### config.mk
export PLATFORM = sky130hd
export DESIGN_NAME = tm1638_display_writer
export DESIGN_NICKNAME = d
export VERILOG_FILES = /design/src/verilog/panel_pkg.sv /design/src/verilog/tm1638_pkg.sv /design/src/verilog/tm1638_display_writer.sv
export SDC_FILE = /design/constraint.sdc
export NUM_CORES = 1
export LEC_CHECK = 0
export ABC_AREA = 1
export BUFFER_PORTS_ARGS = -buffer_cell sky130_fd_sc_hd__buf_2
export CORE_MARGIN = 2
export CORE_UTILIZATION = 30
export DETAILED_ROUTE_END_ITERATION = 8
export MAX_ROUTING_LAYER = met4
export PLACE_DENSITY_LB_ADDON = 0.2
export SLEW_MARGIN = 20
export SYNTH_ARGS = -nofsm -noshare
export SYNTH_HDL_FRONTEND = slang
export SYNTH_SLANG_ARGS = --single-unit
export TNS_END_PERCENT = 20
### constraint.sdc
create_clock -name clk -period 11.6 [get_ports clk]
set_clock_uncertainty 0.05 [all_clocks]
set_input_delay 1.16 -clock clk [delete_from_list [all_inputs] [get_ports clk]]
set_output_delay 1.16 -clock clk [all_outputs]
set_load 0.005 [all_outputs]
### src/verilog/panel_pkg.sv
// Board-side panel definitions
// Frame-buffer entries and the key scan byte layout

package panel_pkg;

    //----------------------------------------------------------
    // One digit of the frame buffer

    typedef struct packed {
        logic       led;         // Red LED under the digit
        logic [7:0] hgfedcba;    // Segment bits, a in bit 0
    } digit_entry_t;

    //----------------------------------------------------------
    // One key scan byte as read back from the chip

    typedef struct packed {
        logic [2:0] unused_hi;
        logic       key_high;    // Key i + 4
        logic [2:0] unused_lo;
        logic       key_low;     // Key i
    } key_byte_t;

endpackage

### src/verilog/tm1638_pkg.sv
// TM1638 wire protocol definitions
// Command encodings, command-byte views and the serial request bundle

package tm1638_pkg;

    //----------------------------------------------------------
    // Data word on the serial link

    typedef logic [7:0] sio_byte_t;

    //----------------------------------------------------------
    // Command bytes

    localparam sio_byte_t cmd_data_write = 8'h40;   // Auto increment, write
    localparam sio_byte_t cmd_data_read  = 8'h42;   // Read key scan bytes
    localparam sio_byte_t cmd_addr_base  = 8'hC0;   // Address 0
    localparam sio_byte_t cmd_display_on = 8'h8F;   // Display on, full brightness

    localparam logic [1:0] kind_data = 2'b01;       // Top two bits of a data command
    localparam logic [1:0] kind_addr = 2'b11;       // Top two bits of an address command

    //----------------------------------------------------------
    // Two views of the first byte of a transaction

    typedef struct packed {
        logic [1:0] kind;        // 2'b01
        logic [1:0] unused_hi;
        logic       test_mode;
        logic       fixed_addr;  // 0 = auto increment
        logic       read;        // 1 = key read
        logic       unused_lo;
    } data_cmd_t;

    typedef struct packed {
        logic [1:0] kind;        // 2'b11
        logic [1:0] unused;
        logic [3:0] addr;        // First display RAM address
    } addr_cmd_t;

    typedef union packed {
        data_cmd_t data_cmd;
        addr_cmd_t addr_cmd;
        sio_byte_t raw;          // As sent on the wire
    } cmd_byte_u;

    //----------------------------------------------------------
    // One strobed transaction

    typedef struct packed {
        cmd_byte_u  cmd;         // Byte sent first
        logic [4:0] n_bytes;     // Following bytes, 0 to 16
    } sio_request_t;

endpackage

### src/verilog/tm1638_display_writer.sv
// TM1638 display writer
// Captures multiplexed segments and LEDs into a frame buffer and refreshes the chip

module tm1638_display_writer
# (
    parameter w_digit = 8
)
(
    input  logic                     clk,
    input  logic                     reset,

    input  logic [7:0]               hgfedcba,
    input  logic [w_digit - 1:0]     digit,
    input  logic [7:0]               ledr,

    output logic                     req,
    output tm1638_pkg::sio_request_t request,
    input  logic                     ack,

    input  logic [3:0]               fetch_index,
    output tm1638_pkg::sio_byte_t    fetch_byte
);

    //----------------------------------------------------------

    localparam logic [4:0] n_frame_bytes = 5' (2 * w_digit);  // Segments and LED per digit

    localparam logic [1:0] step_mode = 2'd0,   // Data write command
                           step_data = 2'd1,   // Address command and frame
                           step_show = 2'd2;   // Display on

    panel_pkg::digit_entry_t frame [w_digit];
    panel_pkg::digit_entry_t fetch_entry;
    logic [1:0]              step;

    //----------------------------------------------------------
    // Frame capture

    always_ff @ (posedge clk)
        if (reset)
        begin
            for (int i = 0; i < w_digit; i++)
                frame [i] <= '0;                  // Blank panel
        end
        else
        begin
            for (int i = 0; i < w_digit; i++)
            begin
                if ($onehot (digit) && digit [i])
                    frame [i].hgfedcba <= hgfedcba;
                frame [i].led <= ledr [i];        // LEDs are static levels
            end
        end

    //----------------------------------------------------------
    // Frame sequencer

    always_ff @ (posedge clk)
        if (reset)
        begin
            req  <= 1'b0;
            step <= step_mode;
        end
        else if (!req && !ack)
            req <= 1'b1;
        else if (req && ack)
        begin
            req  <= 1'b0;
            step <= (step == step_show) ? step_mode : step + 1'b1;
        end

    always_comb
    begin
        request.n_bytes = 5'd0;
        case (step)
        step_mode:
            request.cmd.raw = tm1638_pkg::cmd_data_write;
        step_data:
        begin
            request.cmd.raw = tm1638_pkg::cmd_addr_base;
            request.n_bytes = n_frame_bytes;
        end
        default:
            request.cmd.raw = tm1638_pkg::cmd_display_on;
        endcase
    end

    //----------------------------------------------------------
    // Byte fetch, even index segments, odd index LED

    assign fetch_entry = frame [fetch_index [3:1]];
    assign fetch_byte  = fetch_index [0] ? {7'd0, fetch_entry.led} : fetch_entry.hgfedcba;

endmodule

; Word level (Yosys, flattened, before mapping)
; Memory sizes are Yosys's and may differ from the RTL's.
; Index checks and enable logic that the tools add are counted.
[word_totals]
elab_cells = 95
ramBits = 72
register_bits = 3
in_bits = 31
memories = 1
out_inout_bits = 22
[mem_list]
columns = memory, depth, word_bits, rd, rd_clocked_by_memory_dff, write_ports, line_no
row1 = frame, 8, 9, 1, 0, 8, tm1638_display_writer.sv:32  ; panel_pkg::digit_entry_t frame [w_digit];
[classes]
muxes = 49
add_sub_neg = 8
bitwise_logic = 17
reduce_logical = 15
n_eq_ne = 3
[op_table]
columns = op, n
row1 = 8-bit 2-to-1 mux, 9
row2 = 1-bit 2-to-1 mux, 37
row3 = 1-bit bitwise OR, 16
row4 = 8-bit case mux with 2 select lines, 1
row5 = 1-bit logical AND, 10
row6 = 1-bit by 1-bit adder with 2-bit output, 4
row7 = 2-bit by 2-bit adder with 3-bit output, 2
row8 = 5-bit 2-to-1 mux, 1
row9 = 3-bit by 3-bit adder with 4-bit output, 1
row10 = "4-bit by 1-bit equality test with 1-bit output, second input constant", 1
row11 = "2-bit by 1-bit adder with 2-bit output, second input constant", 1
row12 = "2-bit by 1-bit equality test with 1-bit output, second input constant", 1
row13 = "2-bit equality test, second input constant", 1
row14 = 1-bit logical NOT, 2
row15 = 2-bit logical NOT, 1
row16 = 2-bit 2-to-1 mux, 1
row17 = 2-bit AND reduction, 1
row18 = 2-bit nonzero test, 1
row19 = 1-bit NOT, 1

; Depth between registers and ports, before layout
[logic_depth]
ltp_word = 9
mapped_depth = 16
depth_no_buf = 15

; Worst setup path before layout
; Ideal clock, no wire load.
[synth_timing]
kind = input to register
from = input port digit[0]
to = memory frame[6][0] (netlist bit) (enable)
setup_time_ns = 0.384
path_stages = 12
setup_slack_ns = 7.014
path_buffers = 0
required_time_ns = 11.166
arrival_time_ns = 4.152
path_cell_list = inv_1 -> fa_1 -> fa_1 -> fa_1 -> inv_1 -> ha_1 -> inv_1 -> fa_1 -> nand2_1 -> nor2_1 -> nand2_1 -> o21ai_0
[synth_rtl]
columns = element, line_no
row1 = from (decl), tm1638_display_writer.sv:13  ; input logic [w_digit - 1:0] digit,
row2 = to (decl), tm1638_display_writer.sv:32

==> flow_metrics.tcl <==
set metrics [dict create \
    hold_path.class "reg2reg" \
    path_clk_slew_ps 60 \
    maxCapViolCount 0 \
    crit_required_ps 11510 \
    mostFrequentLayoutCell "nor2_1" \
    critPathArrivalTime_ps 4470 \
    cts_max_path_buffers 2 \
    final_area_mm2 0.004409 \
    rsz0062_at_grt "false" \
    cp-start-kind "primary input" \
    rows 41 \
    synth_cell_type_count 24 \
    total_power_uw 766.0 \
    p_per_area_mw_per_mm2 173.7 \
    worst_slew_pin_slew_ps 915.6 \
    cts.hold.buffers_added 0 \
    tritoncts "done" \
    numClockSinks 75 \
    postRouteAntennaNets 0 \
    synth_cells 431 \
    ys_ff_latch 75 \
    cp_max_fo 8 \
    cts_setup_buffers 0 \
    hpwl_um 5898 \
    die_w_um 116.9 \
    die_h_um 116.9 \
    design.die.area_mm2 0.01367 \
    clock-root-buffer "clkbuf_16" \
    viasPerCell 4.233 \
    final.setup.tns_ps 0 \
    end_kind "flop" \
    routed_wl_um 8303 \
    ctsResizeCount 0 \
    fin_nets 506 \
    gr-usage-all-layers_pct 13.36 \
    fmax_mhz 219.4 \
    hold_violations 0 \
    finalCritPeriodShare_pct 39.29 \
    synth_area_leaders "edfxtp_1 50%, nor2_1 12%, nand2_1 7.3%, inv_1 6.2%, dfxtp_1 5.8%" \
    final_cell_mix "124 x nor2_1, 74 x nand2_1, 64 x edfxtp_1" \
    final_util_pct 35.23 \
    grt.overflow.total 0 \
    outcome "finished clean" \
    peakVddDrop_v 0.00007310 \
    relSlewSlack_pct 38.96 \
    ys_warn_count 0 \
    routed-via-count 2722 \
    dpl-instance-area_mm2 0.004099 \
    core_area_mm2 0.01252 \
    io_buffers 46 \
    drtIter0Drc 136 \
    clk_latency_ps 340 \
    htree_levels 3 \
    antenna_found_initial 0 \
    start_util_pct 30.57 \
    seq_area_frac_synth_pct 55.98 \
    setup_viol 0 \
    yosys_most_used_dff "edfxtp_1" \
    layout-drive-gt1-share_pct 14.86 \
    slew_violations 0 \
    synthToLayoutAreaGrowth_pct 15.24 \
    synth_top_area_share_pct 50.23 \
    insertedDiodeCount 0 \
    synth_area_per_cell_um2 8.877 \
    wl_per_cell_um 12.91 \
    grt_pass1_vias 2574 \
    grt_max_degree 52 \
    cts_buffers 9 \
    ioPinCount 53 \
    cellLeakagePower_uw 0.001983 \
    grt_pass1_wl_um 13030 \
    drc 0 \
    synth_top_cell_by_area "edfxtp_1" \
    worstSetupPathType "in2reg" \
    synth_area_mm2 0.003826 \
    first_pass_iters 4 \
    gp_congestion 0.8372 \
    period_minus_slack_ps 4557 \
    synth_edf_count 64 \
    async_flop_share_pct 0 \
]
==> critical path, cell delays in order <==
cell	delay, ps
buf_2	120
inv_1	60
fa_1	550
fa_1	430
fa_1	430
inv_1	70
ha_1	180
inv_1	70
fa_1	490
nand2_1	50
nor2_1	100
nand2_1	100
o21ai_1	670
==> power breakdown <==
| group | leakage, µW | internal [µW] | switching, µW |
|---|---|---|---|
| combinational | 0.00112 | 37.1 | 81.1 |
| clock | 0.000150 | 188 | 105 |
| sequential | 0.000713 | 343 | 11.9 |
==> registers in the layout, summed over array words and instances, names as in the netlist <==
| signal | count |
|---|---|
| req | 1 |
| frame | 72 |
| step | 2 |
==> cell usage after synthesis, types with 3 or more instances <==
cell and number:
dfxtp_1 11, nand3_1 19, o21ai_1 3, nand2_1 74, nor2_1 124, buf_2 8
o211ai_1 7, nand3_4 4, ha_1 5, o21ai_0 16, inv_1 63, buf_4 13
a21oi_1 3, edfxtp_1 64, fa_1 4
==> path summary, 6_finish.rpt <==
path	slack (ps)	cells past startpoint	to	from
setup reg to reg	10490	4	req	req
setup / recovery	7040	13	frame[6][0]	digit[0]
hold / removal	450	2	req	req
hold reg to reg	450	2	req	req
==> kinds of logic after synthesis <==
group	after synthesis	synth area share, %
compound gates	29	4.251
fa+ha+maj	9	3.728
buf+inv	94	11.67
flops	75	55.98
other cells	1	0.09801
simple gates	223	24.26
==> stage by stage <==
step                worst slack (ps)  hold WS (ps)  cells
floorplan                       7014         431.9    436
CTS                             6720         451.4    643
global route                    6824         460.8    643
global placement                6496         430.2    627
detailed placement              6371         442.2    627
finish                          7043         449.8    643
==> layout make-up <==
class / count / area, µm²
fill: 1317 / 8108
clock buffer: 11 / 232.7
timing repair buffer: 46 / 230.2
clock inverter: 5 / 77.57
tap: 172 / 215.2
inverter: 67 / 255.2
multi-input combinational: 267 / 1256
sequential: 75 / 2142
==> metal layers <==
layer / global-route usage (%) / wire [µm] / vias up
li1: - / - / 1404
met1: 16.74 / 3959 / 1230
met2: 20.89 / 3826 / 80
met3: 3.347 / 409 / 8
met4: 5.176 / 108 / 0
met5: - / 0 / -
Note: power is estimated with default switching activity, not from simulation.
