### src/verilog/panel_pkg.sv
// Board-side panel definitions
// Frame-buffer entries and the key scan byte layout

package panel_pkg;

    //----------------------------------------------------------
    // One digit of the frame buffer

    typedef struct packed {
        logic       led;         // Red LED under the digit
        logic [7:0] hgfedcba;    // Segment bits, a in bit 0
    } digit_entry_t;

    //----------------------------------------------------------
    // One key scan byte as read back from the chip

    typedef struct packed {
        logic [2:0] unused_hi;
        logic       key_high;    // Key i + 4
        logic [2:0] unused_lo;
        logic       key_low;     // Key i
    } key_byte_t;

endpackage

### src/verilog/tm1638_pkg.sv
// TM1638 wire protocol definitions
// Command encodings, command-byte views and the serial request bundle

package tm1638_pkg;

    //----------------------------------------------------------
    // Data word on the serial link

    typedef logic [7:0] sio_byte_t;

    //----------------------------------------------------------
    // Command bytes

    localparam sio_byte_t cmd_data_write = 8'h40;   // Auto increment, write
    localparam sio_byte_t cmd_data_read  = 8'h42;   // Read key scan bytes
    localparam sio_byte_t cmd_addr_base  = 8'hC0;   // Address 0
    localparam sio_byte_t cmd_display_on = 8'h8F;   // Display on, full brightness

    localparam logic [1:0] kind_data = 2'b01;       // Top two bits of a data command
    localparam logic [1:0] kind_addr = 2'b11;       // Top two bits of an address command

    //----------------------------------------------------------
    // Two views of the first byte of a transaction

    typedef struct packed {
        logic [1:0] kind;        // 2'b01
        logic [1:0] unused_hi;
        logic       test_mode;
        logic       fixed_addr;  // 0 = auto increment
        logic       read;        // 1 = key read
        logic       unused_lo;
    } data_cmd_t;

    typedef struct packed {
        logic [1:0] kind;        // 2'b11
        logic [1:0] unused;
        logic [3:0] addr;        // First display RAM address
    } addr_cmd_t;

    typedef union packed {
        data_cmd_t data_cmd;
        addr_cmd_t addr_cmd;
        sio_byte_t raw;          // As sent on the wire
    } cmd_byte_u;

    //----------------------------------------------------------
    // One strobed transaction

    typedef struct packed {
        cmd_byte_u  cmd;         // Byte sent first
        logic [4:0] n_bytes;     // Following bytes, 0 to 16
    } sio_request_t;

endpackage

### src/verilog/tm1638_key_reader.sv
// TM1638 key reader
// Polls the four key scan bytes and maps them to eight key levels

module tm1638_key_reader
(
    input  logic                     clk,
    input  logic                     reset,

    output logic                     req,
    output tm1638_pkg::sio_request_t request,
    input  logic                     ack,

    input  logic                     rd_valid,
    input  logic [1:0]               rd_index,
    input  tm1638_pkg::sio_byte_t    rd_byte,

    output logic [7:0]               keys
);

    panel_pkg::key_byte_t shadow [3];   // Bytes 0 to 2 of the poll
    panel_pkg::key_byte_t last_byte;

    assign request.cmd.raw = tm1638_pkg::cmd_data_read;
    assign request.n_bytes = 5'd4;
    assign last_byte       = rd_byte;

    //----------------------------------------------------------

    always_ff @ (posedge clk)
        if (reset)
            req <= 1'b0;
        else if (!req && !ack)
            req <= 1'b1;                    // Poll again
        else if (req && ack)
            req <= 1'b0;

    always_ff @ (posedge clk)
        if (reset)
            keys <= 8'd0;
        else if (rd_valid)
        begin
            if (rd_index != 2'd3)
                shadow [rd_index] <= rd_byte;
            else
                keys <= {last_byte.key_high,  // Keys 4 to 7 from bit 4
                         shadow [2].key_high,
                         shadow [1].key_high,
                         shadow [0].key_high,
                         last_byte.key_low,   // Keys 0 to 3 from bit 0
                         shadow [2].key_low,
                         shadow [1].key_low,
                         shadow [0].key_low};
        end

endmodule

### config.mk
export PLATFORM = sky130hd
export DESIGN_NAME = tm1638_key_reader
export DESIGN_NICKNAME = d
export VERILOG_FILES = /design/src/verilog/panel_pkg.sv /design/src/verilog/tm1638_pkg.sv /design/src/verilog/tm1638_key_reader.sv
export SDC_FILE = /design/constraint.sdc
export NUM_CORES = 1
export LEC_CHECK = 0
export BUFFER_PORTS_ARGS = -buffer_cell sky130_fd_sc_hd__buf_4
export CORE_MARGIN = 3
export CORE_UTILIZATION = 39
export CTS_CLUSTER_DIAMETER = 80
export DETAILED_ROUTE_END_ITERATION = 12
export HOLD_SLACK_MARGIN = 0.1
export PLACE_DENSITY = 0.72
export SETUP_SLACK_MARGIN = 0.2
export SKIP_LAST_GASP = 1
export SYNTH_ARGS = -nofsm -noshare
export SYNTH_HDL_FRONTEND = slang
export SYNTH_SLANG_ARGS = --single-unit
### constraint.sdc
create_clock -name clk -period 0.9 [get_ports clk]
set_input_delay 0 -clock clk [delete_from_list [all_inputs] [get_ports clk]]
set_output_delay 0 -clock clk [all_outputs]
set_load 0.02 [all_outputs]
# Word-level counts from Yosys, hierarchy flattened
# Memory sizes are Yosys's and may differ from the RTL's. A register that Yosys moved wholly into a read port is not among the register bits.
# Cells that the tools add are included.
# op_classes
eq_ne,1
n_mux,6
bitwise_logic,1
n_reduce_logical,6
# ops
op,count
1-bit two-way mux,6
1-bit logical AND,2
1-bit zero test,2
"2-bit inequality test, second input constant",1
2-bit AND reduction,1
2-bit nonzero test,1
1-bit inverter,1
# totals
reg_bits,9
ramBits,24
out_inout_bits,22
n_memories,1
# memory_table
name,words,word_bits,rd,rd_ports_with_merged_regs,write_ports,line_no,text
shadow,3,8,3,3,1,tm1638_key_reader.sv:20,panel_pkg::key_byte_t shadow [3];

# Longest topological paths before layout
# Gate-level depths: netlist (run 1).
# logic_depth
depth_word,5
depth_mapped,4

# Least setup slack after synthesis (run 1)
# Ideal clock, no wire load.
# synth_timing
path_type,register to register
from,reg req
to,reg req
arrival_ns,0.992
path_slack_ns,-0.216
path_stages_with_launch,5
synth_period_minus_slack_ns,1.116
path_cell_list,dfxtp_1 inv_1 ha_1 mux2i_1 nor2_1
# synth_between
elab_chain_len,3
elab_cells_between_ends,5
classes_between,mux: 1; reduce/logical: 4
# synth_rtl
element,line_no,text
"start, declared",tm1638_key_reader.sv:9,"output logic req,"
"start signal, assigned",tm1638_key_reader.sv:31,req <= 1'b0;
"start signal, assigned",tm1638_key_reader.sv:33,req <= 1'b1;
"start signal, assigned",tm1638_key_reader.sv:35,req <= 1'b0;
1-bit zero test,tm1638_key_reader.sv:32,else if (!req && !ack)
1-bit logical AND,tm1638_key_reader.sv:32,
1-bit two-way mux / 2-bit nonzero test (equally long branches),--,
# Parallel ways exist; a longest one is shown, timed or not.
# A chain may end at the register's enable or synchronous reset.

# Worst setup path after layout (run 1)
# Ends and elaborated chain as after synthesis.

==> flow_metrics.env, run 1 <==
export IMPL_antenna_cells=0
export IMPL_finalSetupViolations=1
export IMPL_wl_per_cell_um=10.1
export IMPL_grt_remaining_overflow=0
export IMPL_cts_tree="built"
export IMPL_timing_hold_worst_class="in2reg"
export IMPL_yosys_warnings=0
export IMPL_synth_cell_types=14
export IMPL_synth_seq_cells=15
export IMPL_cts_buffer_depth=2
export IMPL_final_setup_tns_ns=-0.0475
export IMPL_grt_pass1_vias=435
export IMPL_grt_max_degree=18
export IMPL_crit_chain="inv_2 -> ha_4 -> mux2i_1 -> nor2_1"
export IMPL_die_area_mm2=0.00244
export IMPL_outcome="finished, violations left"
export IMPL_portBuffers=16
export IMPL_start_util_pct=42.0
export IMPL_ant_nets=0
export IMPL_syn_inst=66
export IMPL_peakVddDrop_v=0.000690
export IMPL_timing_final_hold_violations=0
export IMPL_fin_crit_sh_pct=105
export IMPL_max_cap_violations=0
export IMPL_cts_max_level=1
export IMPL_numCtsBuffers=3
export IMPL_cp_num_buf_inv=1
export IMPL_cp_top_family="flip-flops"
export IMPL_drt_wl_total_um=1140
export IMPL_antenna_found_initial=0
export IMPL_end_kind="flip-flop"
export IMPL_leakagePower_nw=0.426
export IMPL_post_layout_nonfiller_instances=113
export IMPL_violations="negative setup slack"
export IMPL_area_growth_pct=36.2
export IMPL_worst_slack_ns=-0.0475
export IMPL_grt_use_total_pct=10.3
export IMPL_synth_area_um2=733
export IMPL_die_w_um=49.4
export IMPL_worst_path_max_delay_cell="dfxtp_4"
export IMPL_skew_ns=0.000334
export IMPL_preCtsSetupSlack_ns=-0.0485
export IMPL_fill_cells=164
export IMPL_die_h_um=49.4
export IMPL_clk_pin_slew_ns=0.09
export IMPL_gp_congestion=0.662
export IMPL_power_per_cell_area_mw_per_mm2=1370
export IMPL_rows=15
export IMPL_slew_viol_final=0
export IMPL_clk_latency_ns=0.27
export IMPL_syn_avg_cell_area_um2=11.1
export IMPL_drive_gt1_share_pct=43.2
export IMPL_setup_worst_path_class="reg2reg"
export IMPL_cp_arrival_ns=1.12
export IMPL_via_count=479
export IMPL_dp_final_hpwl_um=811
export IMPL_fin_crit_ns=0.948
export IMPL_via_per_inst=4.24
export IMPL_ios=36
export IMPL_dpl_cell_count=105
export IMPL_crit_required_ns=1.07
export IMPL_cts_sinks=15
export IMPL_grt_pass1_wl_um=1930
export IMPL_fmax_mhz=1060
export IMPL_drc=0
export IMPL_cp_max_fo=2
export IMPL_dr_pass1_iters=4
export IMPL_rsz0062_at_grt="yes"
export IMPL_startpoint_type="flip-flop"
export IMPL_cpPeakStageDelay_ns=0.35
export IMPL_drt_iter0_markers=5
export IMPL_finalNetCount=104
export IMPL_ys_seq_area_share_pct=49.1
export IMPL_root_buffer="clkbuf_4"
export IMPL_core_mm2=0.00175
export IMPL_cts_hold_buf=2
-- sequential cells by signal (all words and copies together) (netlist names) --
name,flops
keys,8
req,1
shadow,6
-- cells by family (layout without fill, tap and decap cells) --
logic type                 Yosys count  after routing  share of synthesized area (%)
adders and majority gates            1              1                           1.71
buffers and inverters               18             29                           16.9
DFF                                 15             15                           49.1
muxes                                9              9                           12.3
other                                2             13                           1.02
and+or+nand+nor                     21             21                           18.9
-- worst paths after layout --
| kind | start | to | slack [ns] | depth (start not counted) |
|---|---|---|---|---|
| setup / recovery | req | req | -0.05 | 4 |
| hold / removal | rd_index[0] | shadow[0][0] | 0.07 | 2 |
| setup reg to reg | req | req | -0.05 | 4 |
| hold reg to reg | keys[4] | keys[4] | 0.48 | 2 |
-- timing repair --
action,in CTS,in global routing
setup buffers,1,1
resized for setup,17,0
setup endpoints to repair,10,11
endpoints found under the hold margin,14,6
-- area by class of cell --
cell class	instances	area (um2)	share of cell area (%)
Tap cell	25	31.3	3.13
Inverter	2	7.51	0.752
Sequential cell	15	374	37.5
Clock buffer	4	26.3	2.63
Timing Repair Buffer	23	211	21.2
Multi-Input combinational cell	44	348	34.8
-- per-layer routing --
layer  part of all wire (%)  global-route usage (%)
met5                      0                       0
met4                    1.3                    5.69
met3                    8.7                    2.75
met2                     47                    15.4
met1                     43                    13.3
-- synthesized netlist by cell type, drive strengths merged --
master	number	area share, %
and3	1	0.85
mux2i	9	12
nor4b	1	1.2
buf	14	15
conb	2	1.0
dfxtp	9	25
inv	2	1.0
nor4bb	2	2.7
nor2	1	0.51
ha	1	1.7
edfxtp	6	25
nand2b	16	14
clkbuf	2	1.0
-- where the power goes --
| group | internal (mW) | leakage [nW] | switching, mW | total, mW |
|---|---|---|---|---|
| Combinational | 0.121 | 0.279 | 0.136 | 0.257 |
| Clock | 0.172 | 0.0150 | 0.199 | 0.370 |
| Sequential | 0.733 | 0.132 | 0.0125 | 0.745 |
-- worst register-to-register path: stages, from the launching register on --
cell and delay, ns:
dfxtp_4 0.35, inv_2 0.04, ha_4 0.25, mux2i_1 0.16
nor2_1 0.04
-- placed cells by master, fill, tap and decap left out, drive strengths merged --
cell,synthesis,routed
buf,14,21
nand2b,16,16
conb,2,13
mux2i,9,9
dfxtp,9,9
edfxtp,6,6
clkbuf,2,4
nor4bb,2,2
dlygate4sd3,0,2
inv,2,2
nor4b,1,1
and3,1,1
nor2,1,1
ha,1,1
-- metrics by stage --
| step | hold WS [ns] | utilization [%] | instance area, um2 | power (mW) |
|---|---|---|---|---|
| after detailed placement | 0.214 | 51.2 | 893 | 0.994 |
| after floorplan | 0.0989 | - | 857 | 0.966 |
| after global placement | 0.215 | 51.2 | 893 | 0.990 |
| after CTS | 0.0573 | 56.8 | 991 | 1.39 |
| after global routing | 0.0580 | 57.2 | 998 | 1.44 |
| final | 0.0664 | 57.2 | 998 | 1.37 |
Note: power is estimated with default switching activity, not from simulation.
==> run 2: changes to the inputs <==
--- a/config.mk
+++ b/config.mk
@@ -6,12 +6,14 @@
 export NUM_CORES = 1
 export LEC_CHECK = 0
 export BUFFER_PORTS_ARGS = -buffer_cell sky130_fd_sc_hd__buf_4
+export CORE_ASPECT_RATIO = 0.75
 export CORE_MARGIN = 3
 export CORE_UTILIZATION = 39
 export CTS_CLUSTER_DIAMETER = 80
+export CTS_CLUSTER_SIZE = 28
 export DETAILED_ROUTE_END_ITERATION = 12
 export HOLD_SLACK_MARGIN = 0.1
-export PLACE_DENSITY = 0.72
+export PLACE_DENSITY_LB_ADDON = 0.05
 export SETUP_SLACK_MARGIN = 0.2
 export SKIP_LAST_GASP = 1
 export SYNTH_ARGS = -nofsm -noshare
==> flow_metrics.env, run 2 (synthesized netlist as in run 1, its figures left out) <==
export IMPL_fmax_mhz=1040
export IMPL_worstReg2RegEnd="req"
export IMPL_dr_pass1_iters=2
export IMPL_peakVddDrop_v=0.00118
export IMPL_setup_worst_path_class="reg2reg"
export IMPL_fin_crit_sh_pct=107
export IMPL_grt_use_total_pct=10.5
export IMPL_numCtsBuffers=3
export IMPL_drc=0
export IMPL_largestRegisters="keys (8), shadow (6), req (1)"
export IMPL_portBuffers=16
export IMPL_worst_slack_ns=-0.0607
export IMPL_violations="negative setup slack"
export IMPL_finalSetupViolations=1
export IMPL_outcome="finished, violations left"
export IMPL_slew_viol_final=0
export IMPL_layout_common_cells="nand2b_1, conb_1, buf_6"
export IMPL_fin_crit_ns=0.961
export IMPL_rows=12
export IMPL_timing_hold_ws_ns=0.0656
export IMPL_antenna_cells=0
export IMPL_dp_final_hpwl_um=874
export IMPL_gp_congestion=0.672
export IMPL_timing_final_hold_violations=0
export IMPL_leakagePower_nw=0.459
export IMPL_start_util_pct=45.2
export IMPL_clk_latency_ns=0.28
export IMPL_largest_register_ffs=8
export IMPL_grt_max_degree=12
export IMPL_cts_hold_buf=2
export IMPL_timing_hold_worst_class="in2reg"
export IMPL_cts_max_level=1
export IMPL_cp_arrival_ns=1.14
export IMPL_crit_required_ns=1.08
export IMPL_drive_gt1_share_pct=46.7
export IMPL_die_w_um=56.1
export IMPL_wl_per_cell_um=10.5
export IMPL_startpoint_type="flip-flop"
export IMPL_reg2reg_from="req"
export IMPL_ios=36
export IMPL_endpoint="req"
export IMPL_fin_util_pct=64.4
export IMPL_die_area_mm2=0.00244
export IMPL_rsz0062_at_grt="yes"
export IMPL_antenna_found_initial=0
export IMPL_finalNetCount=106
export IMPL_grt_pass1_vias=414
export IMPL_end_kind="flip-flop"
export IMPL_reg2regPathDepth=4
export IMPL_power_per_cell_area_mw_per_mm2=1340
export IMPL_placed_area_um2=908
export IMPL_skew_ns=0.00109
export IMPL_drt_wl_total_um=1160
export IMPL_core_mm2=0.00162
export IMPL_die_h_um=43.6
export IMPL_root_buffer="clkbuf_4"
export IMPL_startpoint="req"
export IMPL_grt_pass1_wl_um=1900
export IMPL_ff2ff_setup_slack_ns=-0.06
export IMPL_clk_pin_slew_ns=0.09
export IMPL_cp_max_fo=2
export IMPL_grt_remaining_overflow=0
export IMPL_ant_nets=0
export IMPL_cts_sinks=15
export IMPL_max_cap_violations=0
export IMPL_area_growth_pct=42.3
export IMPL_cts_buffer_depth=2
export IMPL_largest_register="keys"
export IMPL_final_common_cell="nand2b_1"
export IMPL_cts_tree="built"
export IMPL_via_per_inst=4.31
export IMPL_design_area_mm2=0.00104
export IMPL_drt_iter0_markers=1
export IMPL_via_count=478
run 2: power by group:
group	internal (mW)	total, mW	switching [mW]
Sequential	0.733	0.746	0.0128
Combinational	0.135	0.277	0.141
Clock	0.165	0.374	0.209
Total	1.03	1.40	0.364
run 2: cell type report:
type / count / area [um2]
inverters: 2 / 7.51
flip-flops and latches: 15 / 374
multi-input cells: 44 / 355
clock buffers: 3 / 22.5
well taps: 21 / 26.3
fillers: 140 / 578
repair buffers: 25 / 253
clock inverters: 1 / 5.00
run 2: how the worst min path moves through the flow:
stage | endpoint | start | slack, ns | depth (start not counted)
2_1_floorplan | shadow[0][0] | rd_byte[0] | 0.1 | 0
3_3_place_gp | shadow[0][0] | rd_byte[0] | 0.21 | 1
3_5_place_dp | shadow[0][0] | rd_byte[0] | 0.21 | 1
4_1_cts | shadow[1][0] | rd_index[1] | 0.05 | 2
5_1_grt | shadow[1][4] | rd_index[1] | 0.05 | 2
6_report | shadow[1][0] | rd_index[1] | 0.07 | 2
run 2: worst max-delay path, stage by stage, from the launching register on:
cell and delay (ns):
dfxtp_4 0.35, inv_2 0.04, ha_4 0.25, mux2i_1 0.17, nor2_1 0.05
run 2: routing by layer:
metal | routed length [um] | part of all wire (%) | vias up | track usage (%)
met2 | 503 | 43 | 24 | 15.9
met1 | 524 | 45 | 216 | 13.0
li1 | - | - | 238 | -
met5 | 0 | 0 | - | 0
met3 | 134 | 12 | 0 | 6.85
met4 | 0 | 0 | 0 | 1.42
run 2: what timing repair did:
action,4_1_cts,5_1_grt
gates resized for setup,17,5
buffers inserted,2,1
hold endpoints to repair,14,6
setup endpoints to repair,10,13
run 2: stage by stage:
| step | setup WS [ns] | instances | total power, mW | TNS (ns) |
|---|---|---|---|---|
| after CTS | -0.0610 | 110 | 1.41 | -0.0610 |
| after floorplan | -0.0788 | 77 | 0.966 | -0.0788 |
| after global routing | -0.0806 | 111 | 1.47 | -0.0928 |
| after global placement | -0.0211 | 102 | 1.00 | -0.0211 |
| final | -0.0607 | 111 | 1.40 | -0.0607 |
| after detailed placement | -0.0439 | 102 | 1.00 | -0.0439 |
