<file path="src/verilog/tm1638_pkg.sv">
// TM1638 wire protocol definitions
// Command encodings, command-byte views and the serial request bundle

package tm1638_pkg;

    //----------------------------------------------------------
    // Data word on the serial link

    typedef logic [7:0] sio_byte_t;

    //----------------------------------------------------------
    // Command bytes

    localparam sio_byte_t cmd_data_write = 8'h40;   // Auto increment, write
    localparam sio_byte_t cmd_data_read  = 8'h42;   // Read key scan bytes
    localparam sio_byte_t cmd_addr_base  = 8'hC0;   // Address 0
    localparam sio_byte_t cmd_display_on = 8'h8F;   // Display on, full brightness

    localparam logic [1:0] kind_data = 2'b01;       // Top two bits of a data command
    localparam logic [1:0] kind_addr = 2'b11;       // Top two bits of an address command

    //----------------------------------------------------------
    // Two views of the first byte of a transaction

    typedef struct packed {
        logic [1:0] kind;        // 2'b01
        logic [1:0] unused_hi;
        logic       test_mode;
        logic       fixed_addr;  // 0 = auto increment
        logic       read;        // 1 = key read
        logic       unused_lo;
    } data_cmd_t;

    typedef struct packed {
        logic [1:0] kind;        // 2'b11
        logic [1:0] unused;
        logic [3:0] addr;        // First display RAM address
    } addr_cmd_t;

    typedef union packed {
        data_cmd_t data_cmd;
        addr_cmd_t addr_cmd;
        sio_byte_t raw;          // As sent on the wire
    } cmd_byte_u;

    //----------------------------------------------------------
    // One strobed transaction

    typedef struct packed {
        cmd_byte_u  cmd;         // Byte sent first
        logic [4:0] n_bytes;     // Following bytes, 0 to 16
    } sio_request_t;

endpackage

</file>
<file path="src/verilog/tm1638_sio_arbiter.sv">
// Round-robin arbiter for the TM1638 serial link
// Passes one client's four-phase request to the shifter at a time

module tm1638_sio_arbiter
(
    input  logic                     clk,
    input  logic                     reset,

    input  logic                     disp_req,
    input  logic                     key_req,
    input  tm1638_pkg::sio_request_t disp_request,
    input  tm1638_pkg::sio_request_t key_request,
    output logic                     disp_ack,
    output logic                     key_ack,

    output logic                     sio_req,
    output tm1638_pkg::sio_request_t sio_request,
    input  logic                     sio_ack,

    input  tm1638_pkg::sio_byte_t    disp_fetch_byte,
    output tm1638_pkg::sio_byte_t    fetch_byte,

    input  logic                     rd_valid,
    output logic                     key_rd_valid
);

    logic grant_key;      // Owner, 1 = key reader
    logic grant_valid;    // Owner holds the link
    logic owner_req;

    assign owner_req    = grant_key ? key_req : disp_req;
    assign sio_req      = grant_valid && owner_req;
    assign sio_request  = grant_key ? key_request : disp_request;
    assign disp_ack     = grant_valid && !grant_key && sio_ack;
    assign key_ack      = grant_valid &&  grant_key && sio_ack;
    assign fetch_byte   = grant_key ? '0 : disp_fetch_byte;  // Only the writer sends data
    assign key_rd_valid = grant_valid && grant_key && rd_valid;

    always_ff @ (posedge clk)
        if (reset)
        begin
            grant_valid <= 1'b0;
            grant_key   <= 1'b0;
        end
        else if (!grant_valid)
        begin
            if (!sio_ack && (disp_req || key_req))  // Handshake fully idle
            begin
                grant_valid <= 1'b1;
                grant_key   <= (disp_req && key_req) ? !grant_key : key_req;
            end
        end
        else if (sio_ack && !owner_req)
            grant_valid <= 1'b0;                    // Owner finished its handshake

    //----------------------------------------------------------

    a_one_owner : assert property (@ (posedge clk) disable iff (reset)
        sio_ack |-> $onehot ({disp_ack, key_ack}));

endmodule

</file>
<file path="config.mk">
export PLATFORM = sky130hd
export DESIGN_NAME = tm1638_sio_arbiter
export DESIGN_NICKNAME = d
export VERILOG_FILES = /design/src/verilog/tm1638_pkg.sv /design/src/verilog/tm1638_sio_arbiter.sv
export SDC_FILE = /design/constraint.sdc
export NUM_CORES = 1
export LEC_CHECK = 0
export BUFFER_PORTS_ARGS = -buffer_cell sky130_fd_sc_hd__buf_2
export CORE_MARGIN = 2
export CORE_UTILIZATION = 25
export DETAILED_ROUTE_END_ITERATION = 12
export HOLD_SLACK_MARGIN = 0.03
export PLACE_DENSITY = 0.78
export SLEW_MARGIN = 10
export SYNTH_ARGS = -nofsm -noshare
export SYNTH_HDL_FRONTEND = slang
export SYNTH_SLANG_ARGS = --single-unit
export TNS_END_PERCENT = 10
</file>
<file path="constraint.sdc">
create_clock -name clk -period 1.45 [get_ports clk]
set_input_delay 0.29 -clock clk [delete_from_list [all_inputs] [get_ports clk]]
set_output_delay 0.29 -clock clk [all_outputs]
set_load 0.02 [all_outputs]
</file>
; Yosys cells after proc, flatten, opt, wreduce, memory -nomap -nowiden
; Cells that the tools add are included.
[classes]
mux = 7
bitwise_logic = 1
n_reduce_logical = 14
[ops]
columns = op, count
row1 = 13-bit two-way mux, 1
row2 = 1-bit logical AND, 9
row3 = 8-bit two-way mux, 1
row4 = 1-bit two-way mux, 5
row5 = 1-bit zero test, 3
row6 = 2-bit AND reduction, 1
row7 = 1-bit logical OR, 1
row8 = 1-bit inverter, 1
[totals]
reg_bits = 2
output_inout_bits = 25
elab_cells = 24

; Depth between registers and ports, before layout
; Gate-level depths: netlist (run 1).
[depth]
word_depth = 5
ltp_mapped = 4
mapped_depth_nobuf = 2

; Least setup slack after synthesis (run 1)
; Ideal clock, no wire load.
[synth_path]
path_kind = reg2out
startpoint = register grant_key
endpoint = output port key_ack
stages_incl_launch_ff = 4
required_ns = 1.160
setup_slack_ns = 0.189
arrival_ns = 0.971
path_cell_list = dfxtp_1 -> buf_4 -> clkbuf_1 -> and3_2
[synth_between]
elab_chain_cells = 2
[synth_lines]
columns = element, line
row1 = from (decl), tm1638_sio_arbiter.sv:27  ; logic grant_key;
row2 = from (signal assigned), tm1638_sio_arbiter.sv:50  ; grant_key <= (disp_req && key_req) ? !grant_key : key_req;
row3 = 1-bit logical AND (2 in a row), tm1638_sio_arbiter.sv:35  ; assign key_ack = grant_valid && grant_key && sio_ack;
row4 = to (decl), tm1638_sio_arbiter.sv:14  ; output logic key_ack,
; No other way between the ends.

==> results by stage, run 1 <==
Outcome:
- The run finished with clean final reports.

Clock network:
- In this run the clock root is driven by a clkbuf_4.
- The clock net sink count is 2.
- At the later pin of the worst-skew pair, clock insertion delay measures between 200 and 250 ps.
- The clock tree from TritonCTS is built.
- Clock tree synthesis inserted a total of 3 buffers.
- The clock passes through at most 2 buffers.
- Clock-pin slew was measured on the worst setup and hold paths at approximately 30 ps.
- CTS built an H-tree with a depth of 1.
- The hold buffer count at cts is 0.

Power and ir drop:
- The combinational group share of total power is 0.669.
- The power per cell area is approximately 600 mW/mm^2.
- Of the total power, the share spent switching nets is 0.3486.
- Of the total power, the clock network draws 0.212.
- Of the total power, registers draw 0.119.
- The cell leakage power is about 0.51 nW.
- The internal power consumption is about 0.36 mW.
- IR analysis of the VDD net gives a maximum drop of between 300 and 400 uV.
- In this run the power spent charging and discharging nets is just under 0.2 mW.

Critical path:
- STA classifies the critical path endpoint as an output port.
- The category of the critical setup timing path is register to output port.
- The top fanout value on the critical path is 5.
- The signal arrival time at the worst endpoint is 1150 ps.
- The sort of element at the start of the critical path is a register.
- The register-to-register setup slack is 260 ps.
- The launching point of the worst reg2reg path is grant_key.
- The number of cells on the worst reg-to-reg path is 4.
- The worst stage delay on the critical path is between 300 and 400 ps.
- The cell type with the highest occurrence count on the critical path is buf_6.
- The worst-path cell with the longest stage delay is dfxtp_4.
- In this run the critical register-to-register path is captured at grant_valid.
- Walking the worst path, the cells encountered are buf_6, mux2_4, buf_6.
- The data required time at the worst endpoint is 1160 ps.

Synthesis:
- In this run the cell area of the synthesized design comes to approximately 350 um^2.
- Counting flops and latches in the post-synthesis netlist gives 2.
- The number of nets handed over by synthesis was 78.
- During synthesis, Yosys emitted a total of 0 warnings.
- In the synthesized netlist, the number of instances is 38.
- The sequential share of the synthesized area is 0.1135.
- The number of unique standard cell types used by synthesis is 15.
- The mean instance size in the synthesized netlist is about 9.3 um^2.

Global route:
- Across every metal layer, demand over resource in global routing totals 0.1521.
- The number of antenna violations at the first check in global routing is 0.
- The largest net degree at the start of global routing is 11.
- The number of global-route vias before repair is about 500.
- The first-pass GRT wire length is between 2000 and 2500 um.
- The total congestion overflow is 0.

Die:
- The die covers 0.001728 mm^2.
- The core region is 0.001318 mm^2.
- In this run the vertical extent of the chip is between 40 and 50 um.
- The die boundary width is 41.57 um.
- The count of standard-cell rows is 13.
- The initial core utilization is 0.2678.
- Pin placement for this block handled 65 I/O pins.

Job:
- Max-cap violations in this run came to 0.

Detailed routing:
- The via density per instance is ~4.5.
- Summed over all nets, wire length on met2 after detailed routing comes to 945 um.
- The routed design uses about 75 um of met3 wire.
- The antenna violation net count after detailed routing is 0.
- The met1 routed wirelength after detailed routing is a little over 500 um.
- The number of DRC violations after detailed-routing iteration 0 is 8.
- The routed via count is approximately 560.
- After detailed routing, the total wire length is between 1500 and 2000 um.
- The top routing layer in use is met4.
- The per-cell routed wire length is roughly 13 um.
- The first detailed-routing pass took 4 iterations.
- The DRC violation count after routing is 0.

Place:
- The total half-perimeter wirelength after legalization and detailed placement is 1120 um.
- The cell area after placement is 691.9 um^2.
- The count of input and output buffers is 64.
- The worst setup slack before clock tree synthesis is between 150 and 200 ps.
- The weighted congestion at the end of routability-driven global placement is about 0.66.

STA:
- The number of setup violations in the final report is 0.
- Static timing analysis puts the maximum clock frequency at a little under 700 MHz.
- Setup repair after global routing could not meet its margin everywhere.
- The clock arrives with between 1.5 and 2 ps of skew.
- At the pin with the least slew margin, the transition time is 251.2 ps.
- The shortest clock period the worst path allows after layout is 1443 ps.
- The worst pin sits at a relative slew slack of 0.8325.
- The max-slew violation total from the final report is 0.
- The final number of hold-violating endpoints is 0.
- The final total negative setup slack is 0 ps.
- The minimum setup slack in the final design is 7.252 ps.
- The post-route clock period utilization is 0.9950.

Min path:
- The worst hold path terminates at grant_key.
- The number of stages on the worst hold path is 2.
- In this run the worst hold path is classified as primary input to register.
- The startpoint of the tightest hold check path is reset.

Final layout:
- The library cells used most frequently in the layout, excluding fill and tap cells, are buf_2 (46), buf_6 (18), mux2_4 (13).
- Fill cells in the final layout number between 100 and 150.
- The signed area change from the synthesized netlist to the final layout is 162.8%.
- Of the cells placed in the final design, the portion with a size suffix greater than 1 is 0.8611.
- Leaving out fill and tap cells, the most frequent cell in the layout is buf_2.
- The repair_antennas step left the layout with diodes totalling 0.
- The number of nets in the layout is 150.
- After routing the design area is about 930 um^2.
-- cells in the mapped netlist --
| cell type | number | area (um^2) |
|---|---|---|
| buf_4 | 1 | 7.510 |
| mux2i_1 | 1 | 10.01 |
| inv_1 | 2 | 7.510 |
| buf_6 | 1 | 11.26 |
| a221oi_1 | 1 | 8.760 |
| o21bai_1 | 1 | 7.510 |
| clkbuf_1 | 1 | 3.750 |
| mux2_2 | 13 | 146.4 |
| and4bb_2 | 1 | 12.51 |
| nor2b_1 | 8 | 50.05 |
| and3_2 | 3 | 22.52 |
| nor2_1 | 1 | 3.750 |
| a211oi_2 | 1 | 12.51 |
| or3b_1 | 1 | 8.760 |
| dfxtp_1 | 2 | 40.04 |
-- registers in the layout, summed over array words and instances, names as in the netlist --
name         count
grant_key        1
grant_valid      1
-- per-stage QoR --
stage	power [mW]	util	std cells	hold slack [ps]
floorplan	0.2206	-	38	354.6
finish	0.5513	0.7037	123	243.1
global route	0.5808	0.7037	123	245.8
detailed placement	0.3278	0.5252	117	476.3
global placement	0.3217	0.5252	117	471.7
CTS	0.4700	0.5774	121	242.5
-- layout make-up --
type	count	area (um^2)	share of cell area
repair buffers	70	490.5	0.5290
multi-input cells	31	344.1	0.3711
inverters	2	7.507	0.008097
well taps	15	18.77	0.02024
flip-flops and latches	2	43.79	0.04723
clock buffers	3	22.52	0.02429
-- kinds of logic after synthesis --
group                  Yosys count  share of synthesized area
buffers and inverters            5                    0.08511
multiplexers                    14                     0.4433
flip-flops                       2                     0.1135
AND/OR/NAND/NOR                 14                     0.2766
AO/OA/AOI/OAI                    3                    0.08157
-- power groups by stage --
| stage | logic [mW] | clock network, mW | registers, mW |
|---|---|---|---|
| after detailed placement | 0.263 | 0 | 0.0644 |
| after floorplan | 0.158 | 0 | 0.0625 |
| final | 0.369 | 0.117 | 0.0657 |
| after global routing | 0.389 | 0.125 | 0.0667 |
| after global placement | 0.258 | 0 | 0.0640 |
| after CTS | 0.284 | 0.121 | 0.0658 |
-- worst max-delay path by stage --
stage | start | cells past startpoint | endpoint | slack (ps)
global placement | grant_key | 3 | sio_request[8] | 200
floorplan | grant_key | 3 | key_ack | 190
detailed placement | grant_key | 3 | sio_request[7] | 170
global route | grant_key | 3 | sio_request[5] | -30
CTS | grant_key | 3 | sio_request[0] | -30
finish | grant_key | 3 | sio_request[5] | 7
-- metal layers --
| metal | GRT usage | up-vias |
|---|---|---|
| met5 | 0 | - |
| met4 | 0.05806 | 0 |
| met3 | 0.01739 | 4 |
| met2 | 0.3094 | 27 |
| met1 | 0.1514 | 247 |
| li1 | - | 277 |
-- worst max-delay path: cells and delay by family, from the launching register on --
| kind | cells | cell delay [ps] |
|---|---|---|
| flip-flops | 1 | 360 |
| buffers and inverters | 2 | 260 |
| multiplexers | 1 | 310 |
-- what timing repair did --
item / CTS / global route
buffers inserted: 0 / 1
resized for setup: 14 / 44
gates cloned: 1 / 1
setup endpoints to repair: 16 / 18
Note: power is estimated with default switching activity, not from simulation.
==> run 2: changes to the inputs <==
--- a/config.mk
+++ b/config.mk
@@ -6,11 +6,13 @@
 export NUM_CORES = 1
 export LEC_CHECK = 0
 export BUFFER_PORTS_ARGS = -buffer_cell sky130_fd_sc_hd__buf_2
+export CELL_PAD_IN_SITES_DETAIL_PLACEMENT = 1
+export CELL_PAD_IN_SITES_GLOBAL_PLACEMENT = 2
 export CORE_MARGIN = 2
-export CORE_UTILIZATION = 25
+export CORE_UTILIZATION = 10
 export DETAILED_ROUTE_END_ITERATION = 12
 export HOLD_SLACK_MARGIN = 0.03
-export PLACE_DENSITY = 0.78
+export PLACE_DENSITY_LB_ADDON = 0.1
 export SLEW_MARGIN = 10
 export SYNTH_ARGS = -nofsm -noshare
 export SYNTH_HDL_FRONTEND = slang
==> run 2 against run 1 <==
The run now ends with negative setup slack left. Critical path type unchanged. Final area fell by 1.1%. Utilization decreased by 43 points. Final cell count increased by 24%. Fmax fell by 3.2%. Combinational power down 8.7%.
==> results by stage, run 2 (synthesis results as in run 1) <==
STA:
- The highest attainable clock frequency was 671.1 MHz (was 693.1 MHz).
- The worst-case headroom to the max-slew limit came to 0.8443 (was 0.8325).
- The minimum setup slack in the final design is -40.17 ps (was 7.252 ps).
- The transition at the pin with the smallest max-transition slack is 233.5 ps (was 251.2 ps).
- RSZ-0062 raised after global routing: true (unchanged).
- The number of setup violations in the final report came to 14 (was 0).
- The final hold slack came to 249.2 ps (was 243.1 ps).
- The shortest clock period the worst path allows after layout is 1490 ps (was 1443 ps).
- The final setup skew is 1.356 ps (was 1.754 ps).
- The final number of hold-violating endpoints was 0 (unchanged).
- The post-route clock period utilization is 1.028 (was 0.9950).
- The max-slew violation total from the final report is 0 (unchanged).

Detailed routing:
- The via density per instance was 3.651 (was 4.512).
- The met2 wirelength from detailed routing is 923 um (was 945 um).
- The number of DRC violations after detailed-routing iteration 0 is 4 (was 8).
- The met1 routed wirelength after detailed routing is 631 um (was 518 um).
- The DRC violation count after routing was 0 (unchanged).
- The top routing layer in use is met3 (was met4).
- The per-cell routed wire length came to 11.58 um (was 12.96 um).
- The routed wire length on met3 was 205 um (was 75 um).
- The wire length reported by the detailed router is 1760 um (was 1594 um).
- The antenna violation net count after detailed routing is 0 (unchanged).
- The number of iterations in the first detailed-routing pass came to 2 (was 4).
- The routed via count is 555 (unchanged).

Die:
- The initial core utilization is 0.1049 (was 0.2678).
- The core area came to 0.003363 mm^2 (was 0.001318 mm^2).
- The vertical extent of the die came to 63.40 um (was 41.57 um).
- The count of standard-cell rows is 21 (was 13).
- The top-level port count was 65 (unchanged).
- The die boundary width is 63.40 um (was 41.57 um).
- The area enclosed by the die boundary is 0.004020 mm^2 (was 0.001728 mm^2).

Critical path:
- The category of the critical setup timing path is register to output port (unchanged).
- The sort of element at the start of the critical path is a register (unchanged).
- The capturing element type of the critical path is an output port (unchanged).
- The signal arrival time at the worst endpoint is 1200 ps (was 1150 ps).
- The top fanout value on the critical path is 4 (was 5).
- The data required time at the worst endpoint was 1160 ps (about the same).

Final layout:
- The signed area change from the synthesized netlist to the final layout is 159.9% (was 162.8%).
- Largest registers in the final layout: grant_key (1), grant_valid (1) (unchanged).
- The utilization after layout is 0.2727 (was 0.7037).
- The number of inserted diodes is 0 (unchanged).
- Most used cells in the layout excluding fill and tap cells: buf_2 (51), mux2_2 (10), buf_6 (9) (was buf_2 (46), buf_6 (18), mux2_4 (13)).
- The share of post-route cells with drive strength above 1 is 0.8868 (was 0.8611).
- The final cell area excluding filler cells came to 917.1 um^2 (was 927.1 um^2).
- The most common cell after layout, fill and taps aside is buf_2 (unchanged).
- The number of nets in the layout is 148 (was 150).

Place:
- The cell area after placement was 735.7 um^2 (was 691.9 um^2).
- The count of input and output buffers is 64 (unchanged).
- The weighted congestion at the end of routability-driven global placement was 0.6612 (was 0.6587).
- The total half-perimeter wirelength after legalization and detailed placement came to 1395 um (was 1120 um).

Clock network:
- The hold buffer count at cts is 0 (unchanged).
- The CTS H-tree depth came to 1 (unchanged).
- The clock transition at the registers of the reported paths is 30 ps (about the same).
- The clock tree from TritonCTS is built (unchanged).
- The CTS root buffer is clkbuf_4 (unchanged).
- The clock latency of the later-clocked register in the worst-skew pair came to 220 ps (about the same).
- The clock net sink count is 2 (unchanged).
- The buffer depth of the longest clock path is 2 (unchanged).
- The number of clock buffers inserted by TritonCTS is 3 (unchanged).

Outcome:
- The checks that failed: negative setup slack.
- Run status: finished, violations left (was finished, final reports clean).

Global route:
- The overall routing resource usage came to 0.07821 (was 0.1521).
- The total congestion overflow is 0 (unchanged).
- The number of global-route vias before repair is 580 (was 496).
- The first-pass GRT wire length is 2553 um (was 2111 um).
- The largest net degree at the start of global routing is 12 (was 11).
- The number of antenna violations at the first check in global routing is 0 (unchanged).

Power and ir drop:
- The power per cell area was 572.3 mW/mm^2 (was 594.7 mW/mm^2).
- The cell leakage power is 0.4726 nW (was 0.5144 nW).
- The largest vdd supply drop is 168.9 uV (was 362.1 uV).

Job:
- The max-cap check violation count came to 0 (unchanged).

Min path:
- The path class of the lowest-slack min-delay path is primary input to register (unchanged).
[run 2: cell count changes in the layout (fill, tap and decap cells not counted), sizes merged]
cell	before	now
buf	70	66
clkbuf	3	4
bufbuf	0	1
[run 2: final timing paths]
| path | slack (ps) | depth (start not counted) | startpoint | endpoint |
|---|---|---|---|---|
| worst max-delay path | -40 | 3 | grant_key | sio_request[0] |
| worst min-delay path | 250 | 2 | reset | grant_key |
| worst max register to register | 330 | 3 | grant_key | grant_key |
| worst min register to register | 550 | 2 | grant_valid | grant_valid |
[run 2: through the flow]
step	setup WS, ps	power [mW]	TNS, ps	instances
after global placement	130.7	0.3372	0	147
after global routing	-91.92	0.5640	-1195	152
final	-40.17	0.5248	-467.0	152
after floorplan	188.9	0.2206	0	38
after CTS	-63.15	0.4800	-701.4	151
after detailed placement	116.9	0.3359	0	147
[run 2: power by group]
group          leakage (nW)  switching, mW  internal (mW)  total (mW)
clock network        0.0138         0.0295         0.0911       0.121
logic                 0.442          0.149          0.188       0.337
registers            0.0172        0.00760         0.0596      0.0672
[run 2: layout make-up]
class	count	area [um^2]
tap	46	57.56
clock buffer	3	22.52
timing repair buffer	68	471.7
fill	433	2446
sequential	2	43.79
multi-input combinational	31	314.1
inverter	2	7.507
[run 2: critical path: stages (launching register included)]
cell     delay [ps]
dfxtp_4         380
buf_6           120
mux2_2          320
buf_2           160
[run 2: timing repair]
action	in CTS	in global routing
cloned	1	1
buffers inserted	0	0
setup endpoints to repair	15	19
resized for setup	4	28
[run 2: layer usage]
layer	vias to the layer above	global-route usage
met4	0	0.008152
met5	-	0
met2	33	0.1421
met3	0	0.03571
li1	271	-
met1	251	0.08541
